==> config.mk <==
export PLATFORM = sky130hd
export DESIGN_NAME = vtb_entry
export DESIGN_NICKNAME = d
export VERILOG_FILES = /design/src/vtb_pkg.sv /design/src/vtb_fwd_match.sv /design/src/vtb_data_blk.sv /design/src/vtb_entry_ctrl.sv /design/src/vtb_entry.sv
export SDC_FILE = /design/constraint.sdc
export NUM_CORES = 1
export LEC_CHECK = 0
export CORE_AREA = 2 2 157 159
export CTS_BUF_LIST = sky130_fd_sc_hd__clkbuf_4
export DETAILED_ROUTE_END_ITERATION = 7
export DIE_AREA = 0 0 159 161
export DONT_BUFFER_PORTS = 1
export PLACE_DENSITY = 0.47
export SLEW_MARGIN = 20
export SYNTH_ARGS = -nofsm -noshare
export SYNTH_HDL_FRONTEND = slang
export SYNTH_SLANG_ARGS = --single-unit
==> constraint.sdc <==
create_clock -name entry_clk -period 2.4 [get_ports entry_clk]
set_clock_uncertainty 0.1 [all_clocks]
set_input_delay 0.36 -clock entry_clk [delete_from_list [all_inputs] [get_ports entry_clk]]
set_output_delay 0.36 -clock entry_clk [all_outputs]
set_load 0.1 [all_outputs]
==> src/vtb_pkg.sv <==
// shared widths, block count and entry operation encoding for the vector load/store buffer entry

package vtb_pkg;

  // ====================
  // data path widths
  // ====================

  // entry data word
  localparam int DATA_W = 64;

  // memory returns data in this many blocks
  localparam int BLK_NUM = 4;

  // one mask bit per data byte
  localparam int BYTE_NUM = DATA_W / 8;

  // ====================
  // register fields
  // ====================

  // vector register field of the entry
  localparam int VREG_W = 7;

  // fp register number, same as vreg bits 6..2
  localparam int FREG_W = 5;

  // ====================
  // entry operation
  // ====================

  // bit 1 marks a store, bit 0 the fp register path
  typedef enum logic [1:0] {
    OP_LOAD      = 2'b00,
    OP_FLS_LOAD  = 2'b01,
    OP_STORE     = 2'b10,
    OP_FLS_STORE = 2'b11
  } vtb_op_e;

endpackage

==> src/vtb_fwd_match.sv <==
// store forwarding match of both register write-back buses and forwarded data select

`timescale 1ns/1ps

module vtb_fwd_match #(
  parameter int DATA_W = vtb_pkg::DATA_W
) (
  input  logic                      fwd_pend,
  input  logic                      fls_wb_vld,
  input  logic [vtb_pkg::FREG_W-1:0] fls_reg,
  input  logic [DATA_W-1:0]         fls_data,
  input  logic                      fp_wb_vld,
  input  logic [vtb_pkg::FREG_W-1:0] fp_wb_reg,
  input  logic [DATA_W-1:0]         fp_wb_data,
  input  logic [vtb_pkg::VREG_W-1:0] entry_vreg,
  output logic                      fwd_hit,
  output logic                      fp_sel,
  output logic [DATA_W-1:0]         fwd_data
);

  import vtb_pkg::*;

  logic [FREG_W-1:0] entry_freg;
  logic              fls_hit;
  logic              fp_hit;

  // fp register number is the upper part of the vreg group
  assign entry_freg = entry_vreg[VREG_W-1 -: FREG_W];

  assign fls_hit = fls_wb_vld && (fls_reg == entry_freg);
  assign fp_hit  = fp_wb_vld && (fp_wb_reg == entry_freg);

  // raw hit, qualified by the entry state in the control block
  assign fwd_hit = fls_hit || fp_hit;

  // fp bus wins when both buses match
  assign fwd_data = fp_hit ? fp_wb_data : fls_data;

  // only report the fp bus for an entry that waits for data
  assign fp_sel = fwd_pend && fp_hit;

endmodule

==> src/vtb_data_blk.sv <==
// one entry data block with create merge, store forwarding and masked memory write

`timescale 1ns/1ps

module vtb_data_blk #(
  parameter int BLK_W = 16
) (
  input  logic               entry_clk,
  input  logic               create_vld,
  input  logic               wen,
  input  logic               fwd_vld,
  input  logic [BLK_W-1:0]   create_data,
  input  logic [BLK_W-1:0]   lsu_data,
  input  logic [BLK_W-1:0]   fwd_data,
  input  logic [BLK_W/8-1:0] create_mask,
  input  logic [BLK_W/8-1:0] merge_mask,
  input  logic [BLK_W/8-1:0] active_mask,
  output logic [BLK_W-1:0]   blk_data
);

  localparam int BLK_BYTE = BLK_W / 8;

  logic [BLK_W-1:0] create_bits;
  logic [BLK_W-1:0] merge_bits;
  logic [BLK_W-1:0] active_bits;
  logic [BLK_W-1:0] create_wdata;
  logic [BLK_W-1:0] mem_wdata;

  // byte masks to bit masks
  always_comb
  begin
    create_bits = '0;
    merge_bits  = '0;
    active_bits = '0;
    for (int i = 0; i < BLK_BYTE; i++)
    begin
      create_bits[i*8 +: 8] = {8{create_mask[i]}};
      merge_bits[i*8 +: 8]  = {8{merge_mask[i]}};
      active_bits[i*8 +: 8] = {8{active_mask[i]}};
    end
  end

  // ====================
  // next data
  // ====================

  // memory data arriving with the create fills the masked bytes,
  // otherwise bytes already returned by memory are kept
  assign create_wdata = wen ? (create_data & ~create_bits) | (lsu_data & create_bits)
                            : (create_data & ~merge_bits) | (blk_data & merge_bits);

  assign mem_wdata = (lsu_data & active_bits) | (blk_data & ~active_bits);

  // create, then forward, then memory write
  always_ff @(posedge entry_clk)
  begin
    if (create_vld)
    begin
      blk_data <= create_wdata;
    end
    else if (fwd_vld)
    begin
      blk_data <= fwd_data;
    end
    else if (wen)
    begin
      blk_data <= mem_wdata;
    end
  end

endmodule

==> src/vtb_entry_ctrl.sv <==
// entry control with valid, ready, operation, register, masks, byte tracking and status decode

`timescale 1ns/1ps

module vtb_entry_ctrl #(
  parameter int DATA_W  = vtb_pkg::DATA_W,
  parameter int BLK_NUM = vtb_pkg::BLK_NUM
) (
  input  logic                       entry_clk,
  input  logic                       cpurst_b,
  input  logic                       create_vld,
  input  vtb_pkg::vtb_op_e           create_op,
  input  logic                       create_wready,
  input  logic [DATA_W/8-1:0]        create_mask,
  input  logic [DATA_W/8-1:0]        create_vl_mask,
  input  logic [vtb_pkg::VREG_W-1:0] create_vreg,
  input  logic [BLK_NUM-1:0]         lsu_wen,
  input  logic                       wb_done,
  input  logic                       fwd_done,
  input  logic                       flush,
  input  logic                       fwd_hit,
  output logic                       fwd_pend,
  output logic                       fwd_vld,
  output logic [DATA_W/8-1:0]        active_mask,
  output logic [DATA_W/8-1:0]        merge_mask,
  output logic [vtb_pkg::VREG_W-1:0] entry_vreg,
  output logic [DATA_W/8-1:0]        vl_mask,
  output logic [DATA_W/8-1:0]        vm_mask,
  output logic                       entry_vld,
  output logic                       st_vld,
  output logic                       wdata_ready,
  output logic                       wdata_vld,
  output logic                       wb_ready,
  output logic                       wb_vld,
  output logic                       all_wb,
  output logic                       vload_vld
);

  import vtb_pkg::*;

  localparam int BYTE_W   = DATA_W / 8;
  localparam int BLK_BYTE = BYTE_W / BLK_NUM;

  vtb_op_e           entry_op;
  logic              entry_ready;
  logic [BYTE_W-1:0] bytes_ret;
  logic [BYTE_W-1:0] wen_bytes;
  logic              create_st;
  logic              entry_st;

  assign create_st = (create_op == OP_STORE) || (create_op == OP_FLS_STORE);
  assign entry_st  = (entry_op == OP_STORE) || (entry_op == OP_FLS_STORE);

  // ====================
  // entry state
  // ====================

  always_ff @(posedge entry_clk or negedge cpurst_b)
  begin
    if (!cpurst_b)
      entry_vld <= 1'b0;
    else if (wb_done || fwd_done || flush)
      entry_vld <= 1'b0;
    else if (create_vld)
      entry_vld <= 1'b1;
  end

  // write data is ready at create only for stores
  always_ff @(posedge entry_clk or negedge cpurst_b)
  begin
    if (!cpurst_b)
    begin
      entry_op    <= OP_LOAD;
      entry_ready <= 1'b0;
    end
    else if (create_vld)
    begin
      entry_op    <= create_op;
      entry_ready <= create_wready && create_st;
    end
    else if (fwd_vld)
      entry_ready <= 1'b1;
  end

  always_ff @(posedge entry_clk)
  begin
    if (create_vld)
      entry_vreg <= create_vreg;
  end

  // ====================
  // masks
  // ====================

  always_ff @(posedge entry_clk or negedge cpurst_b)
  begin
    if (!cpurst_b)
    begin
      vm_mask <= '1;
      vl_mask <= '1;
    end
    else if (wb_done)
    begin
      vm_mask <= '1;
      vl_mask <= '1;
    end
    else if (create_vld)
    begin
      vm_mask <= create_mask;
      vl_mask <= create_vl_mask;
    end
  end

  // one lsu_wen bit covers the bytes of its block
  always_comb
  begin
    wen_bytes = '0;
    for (int i = 0; i < BLK_NUM; i++)
    begin
      wen_bytes[i*BLK_BYTE +: BLK_BYTE] = {BLK_BYTE{lsu_wen[i]}};
    end
  end

  // bytes returned by memory since the last write-back
  always_ff @(posedge entry_clk or negedge cpurst_b)
  begin
    if (!cpurst_b)
      bytes_ret <= '0;
    else if (wb_done)
      bytes_ret <= wen_bytes;
    else if (|lsu_wen)
      bytes_ret <= bytes_ret | wen_bytes;
  end

  assign active_mask = (entry_vld && !entry_ready) ? vm_mask : '1;
  assign merge_mask  = bytes_ret & create_mask;

  // ====================
  // forwarding and status
  // ====================

  assign fwd_pend = entry_vld && (entry_op == OP_FLS_STORE) && !entry_ready;
  assign fwd_vld  = fwd_pend && fwd_hit;

  assign st_vld      = entry_vld && entry_st;
  assign wdata_ready = entry_ready || fwd_vld;
  assign wdata_vld   = entry_vld && entry_st && entry_ready;
  assign wb_ready    = entry_vld && !entry_st && entry_ready;
  // no segment write-back term
  assign wb_vld      = wb_ready;
  assign all_wb      = !(entry_vld && !entry_st);
  assign vload_vld   = entry_vld && (entry_op == OP_LOAD);

endmodule

==> src/vtb_entry.sv <==
// vector load/store buffer entry top with control, forward match and data blocks

`timescale 1ns/1ps

module vtb_entry #(
  parameter int DATA_W  = vtb_pkg::DATA_W,
  parameter int BLK_NUM = vtb_pkg::BLK_NUM
) (
  input  logic                       entry_clk,
  input  logic                       cpurst_b,
  // create
  input  logic                       create_vld,
  input  vtb_pkg::vtb_op_e           create_op,
  input  logic                       create_wready,
  input  logic [DATA_W-1:0]          create_data,
  input  logic [DATA_W/8-1:0]        create_mask,
  input  logic [DATA_W/8-1:0]        create_vl_mask,
  input  logic [vtb_pkg::VREG_W-1:0] create_vreg,
  // memory write
  input  logic [BLK_NUM-1:0]         lsu_wen,
  input  logic [DATA_W-1:0]          lsu_wen_data,
  // forward sources
  input  logic                       fls_wb_vld,
  input  logic [vtb_pkg::FREG_W-1:0] fls_reg,
  input  logic [DATA_W-1:0]          fls_data,
  input  logic                       fp_wb_vld,
  input  logic [vtb_pkg::FREG_W-1:0] fp_wb_reg,
  input  logic [DATA_W-1:0]          fp_wb_data,
  // clear
  input  logic                       wb_done,
  input  logic                       fwd_done,
  input  logic                       flush,
  // status
  output logic                       entry_vld,
  output logic                       st_vld,
  output logic                       st_fwd_vld,
  output logic                       st_fwd_fp_bus,
  output logic                       wdata_ready,
  output logic                       wdata_vld,
  output logic                       wb_ready,
  output logic                       wb_vld,
  output logic                       all_wb,
  output logic                       vload_vld,
  // data
  output logic [DATA_W-1:0]          entry_data,
  output logic [vtb_pkg::VREG_W-1:0] entry_vreg,
  output logic [DATA_W/8-1:0]        vl_mask,
  output logic [DATA_W/8-1:0]        vm_mask
);

  localparam int BLK_W    = DATA_W / BLK_NUM;
  localparam int BLK_BYTE = BLK_W / 8;

  logic                  fwd_pend;
  logic                  fwd_hit;
  logic [DATA_W-1:0]     fwd_data;
  logic [DATA_W/8-1:0]   active_mask;
  logic [DATA_W/8-1:0]   merge_mask;

  // ====================
  // control
  // ====================

  vtb_entry_ctrl #(
    .DATA_W  (DATA_W),
    .BLK_NUM (BLK_NUM)
  ) i_ctrl (
    .entry_clk      (entry_clk),
    .cpurst_b       (cpurst_b),
    .create_vld     (create_vld),
    .create_op      (create_op),
    .create_wready  (create_wready),
    .create_mask    (create_mask),
    .create_vl_mask (create_vl_mask),
    .create_vreg    (create_vreg),
    .lsu_wen        (lsu_wen),
    .wb_done        (wb_done),
    .fwd_done       (fwd_done),
    .flush          (flush),
    .fwd_hit        (fwd_hit),
    .fwd_pend       (fwd_pend),
    .fwd_vld        (st_fwd_vld),
    .active_mask    (active_mask),
    .merge_mask     (merge_mask),
    .entry_vreg     (entry_vreg),
    .vl_mask        (vl_mask),
    .vm_mask        (vm_mask),
    .entry_vld      (entry_vld),
    .st_vld         (st_vld),
    .wdata_ready    (wdata_ready),
    .wdata_vld      (wdata_vld),
    .wb_ready       (wb_ready),
    .wb_vld         (wb_vld),
    .all_wb         (all_wb),
    .vload_vld      (vload_vld)
  );

  vtb_fwd_match #(
    .DATA_W (DATA_W)
  ) i_fwd_match (
    .fwd_pend   (fwd_pend),
    .fls_wb_vld (fls_wb_vld),
    .fls_reg    (fls_reg),
    .fls_data   (fls_data),
    .fp_wb_vld  (fp_wb_vld),
    .fp_wb_reg  (fp_wb_reg),
    .fp_wb_data (fp_wb_data),
    .entry_vreg (entry_vreg),
    .fwd_hit    (fwd_hit),
    .fp_sel     (st_fwd_fp_bus),
    .fwd_data   (fwd_data)
  );

  // ====================
  // data blocks
  // ====================

  for (genvar i = 0; i < BLK_NUM; i++)
  begin : g_blk
    vtb_data_blk #(
      .BLK_W (BLK_W)
    ) i_data_blk (
      .entry_clk   (entry_clk),
      .create_vld  (create_vld),
      .wen         (lsu_wen[i]),
      .fwd_vld     (st_fwd_vld),
      .create_data (create_data[i*BLK_W +: BLK_W]),
      .lsu_data    (lsu_wen_data[i*BLK_W +: BLK_W]),
      .fwd_data    (fwd_data[i*BLK_W +: BLK_W]),
      .create_mask (create_mask[i*BLK_BYTE +: BLK_BYTE]),
      .merge_mask  (merge_mask[i*BLK_BYTE +: BLK_BYTE]),
      .active_mask (active_mask[i*BLK_BYTE +: BLK_BYTE]),
      .blk_data    (entry_data[i*BLK_W +: BLK_W])
    );
  end

endmodule

==> impl_metrics.json <==
{
  "outcome": "finished with violations",
  "failed_checks": "setup timing",
  "mostFrequentLayoutCell": "buf_4",
  "via_per_inst": 5.384,
  "vias": 5766,
  "hold_ws_ps": 73.68,
  "power_density_nw_per_um2": 564.5,
  "power_switching_mw": 2.172,
  "leakage_nw": 3.754,
  "rsz0062_at_grt": "true",
  "place_congestion": 0.8823,
  "netlist_instances": 538,
  "core-area_um2": 23960,
  "ys_top_cells_by_area": "edfxtp_1, a221o_1, a22oi_1, nor2b_1, mux2_1",
  "finish.instance_area_um2": 9404,
  "antennaDiodeCount": 0,
  "postRouteAntennaNets": 0,
  "dieArea_um2": 25600,
  "timing.setup.tns_ps": -4769,
  "worst_ep_arrival_time_ps": 2660,
  "fin_ws_ps": -122.8,
  "cts_tree": "yes",
  "slew_violations": 0,
  "grt_util_all_layers_pct": 18.20,
  "grt_pass1_wl_um": 36070,
  "comb_power_share_pct": 38.8,
  "synth.yosys.seq_area_share_pct": 45.78,
  "place_area_um2": 7629,
  "seqPwrFrac_pct": 40.9,
  "hold_violations": 0,
  "clk_pin_slew_ps": 200,
  "synth_top_area_share_pct": 34.22,
  "cts_buffer_depth": 2,
  "port_buffers": 0,
  "drt_iter0_drc": 499,
  "drc": 0,
  "hp-class": "primary input to register",
  "final-setup-viol-count": 66,
  "synth_seq_cells": 99,
  "synth_nets": 842,
  "ioPinCount": 401,
  "cts-htree-levels": 3,
  "fin_cells": 1071,
  "timing.fmax_mhz": 396.4,
  "synth_area_per_cell_um2": 11.58,
  "rows": 57,
  "period_needed_ps": 2523,
  "globalRoute.totalOverflow": 0,
  "area_delta_synth_final_pct": 50.92,
  "ys_types": 34,
  "layout-drive-gt1-share_pct": 36.68,
  "yosys_warnings": 0,
  "die_y_um": 161,
  "wirelength_um": 25130,
  "crit_required_ps": 2530,
  "finalCoreUtilization_pct": 39.24,
  "relSlewSlack_pct": 55.53,
  "dp.cells": 926,
  "crit_chain": "xnor2_2 > nand2_2 > buf_4 > or2_4 > buf_12 > buf_16 > mux2_4 > a221o_1",
  "crit_fanout": 14,
  "grt_max_degree": 88,
  "final_cell_mix": "buf_4, dlygate4sd3_1, nor2b_1",
  "drv_cap": 0,
  "clock_sinks": 99,
  "wl_per_cell_um": 23.46,
  "cts-root-buf": "clkbuf_4",
  "clkPwrFrac_pct": 20.3,
  "power_mw": 5.308,
  "die_x_um": 159,
  "initial_core_util_pct": 26.00,
  "slowest_stage": "edfxtp_1",
  "netlist_area_um2": 6231,
  "timing.setup.critical_path_class": "register to register",
  "cts_buffers": 9,
  "critPathLaunchType": "register",
  "critPathMaxStageDelay_ps": 520,
  "final_nets": 1046,
  "dr.pass1.iters": 5,
  "worst_pin_slew_ps": 662.6,
  "grt_pass1_vias": 5907,
  "fin_crit_sh_pct": 105.1,
  "p_int_mw": 3.136,
  "antenna_found_initial": 0,
  "clk_latency_ps": 480,
  "sw_frac_of_total_pct": 40.91,
  "yosys.area.top_type": "edfxtp_1",
  "ir_drop_mv": 0.2569,
  "end_kind": "register",
  "place_ws_ps": -57.33,
  "dp_hpwl_um": 16520
}
[synth_stat cells (all sizes together)]
cell type / n
a211oi: 1
a21o: 8
a221o: 64
a22oi: 64
a31oi: 8
and2: 9
and3: 1
and4b: 1
buf: 16
clkbuf: 25
dfrtp: 12
dfstp: 16
edfxtp: 71
inv: 3
mux2: 66
mux2i: 16
nand2: 18
nand2b: 2
nand3: 4
nand3b: 1
nand4: 4
nor2: 12
nor2b: 76
nor3: 17
nor4: 1
o21ai: 9
o32ai: 2
or2: 1
xnor2: 10
[area by class of cell]
| class | count | area [um2] |
|---|---|---|
| fill | 2359 | 14560 |
| sequential | 99 | 2854 |
| multi-input combinational | 395 | 3560 |
| clock inverter | 6 | 93.84 |
| clock buffer | 10 | 75.07 |
| tap | 324 | 405.4 |
| inverter | 3 | 15.01 |
| timing repair buffer | 234 | 2401 |
[path summary, 6_finish.rpt]
kind / slack, ps / end / cells after the start / start
max: -120 / register / 8 / i_ctrl.entry_vreg[3]
min: 70 / register / 2 / create_vld
max reg2reg: -120 / register / 8 / i_ctrl.entry_vreg[3]
min reg2reg: 450 / i_ctrl.bytes_ret[5] / 1 / i_ctrl.bytes_ret[5]
max in group asynchronous: 1710 / i_ctrl.vm_mask[4] / 2 / cpurst_b
min in group asynchronous: 190 / i_ctrl.entry_op[1] / 2 / cpurst_b
[power groups by stage]
stage                     sequential [mW]  combinational, mW  clock, mW
after global routing                 2.18               2.13       1.19
after detailed placement             2.21               1.83          0
after CTS                            2.17               2.05       1.13
after floorplan                      3.18              0.532          0
after global placement               2.20               1.82          0
final                                2.17               2.06       1.08
[repair_timing]
item	CTS	global route
hold buffers	100	0
gates resized for setup	23	7
buffers inserted	16	6
pin swaps	9	4
setup endpoints to repair	44	67
endpoints found under the hold margin	134	0
cloned	6	2
[logic make-up (layout without fill, tap and decap cells)]
family	count (synthesis)	count (layout)	synth area share (%)
compound gates	156	156	21.20
simple gates	147	147	13.21
xor+xnor	10	10	1.406
mux	82	82	14.68
flops	99	99	45.78
buf+inv	44	253	3.715
[critical path: cells and delay by family (launching register included)]
| family | cells | cell delay (ps) |
|---|---|---|
| flip-flops | 1 | 520 |
| AO/OA/AOI/OAI | 1 | 300 |
| multiplexers | 1 | 310 |
| AND/OR/NAND/NOR | 2 | 400 |
| buffers and inverters | 3 | 470 |
| XOR/XNOR | 1 | 190 |
[per-layer routing]
metal / vias to the layer above / part of all wire [%] / routed length [um] / track usage, %
met5: - / 0 / 0 / 0
met4: 0 / 1.8 / 451 / 5.165
met3: 31 / 8.6 / 2154 / 5.290
met2: 350 / 51 / 12890 / 32.45
met1: 2832 / 38 / 9631 / 21.32
li1: 2553 / - / - / -
Note: power is estimated with default switching activity, not from simulation.
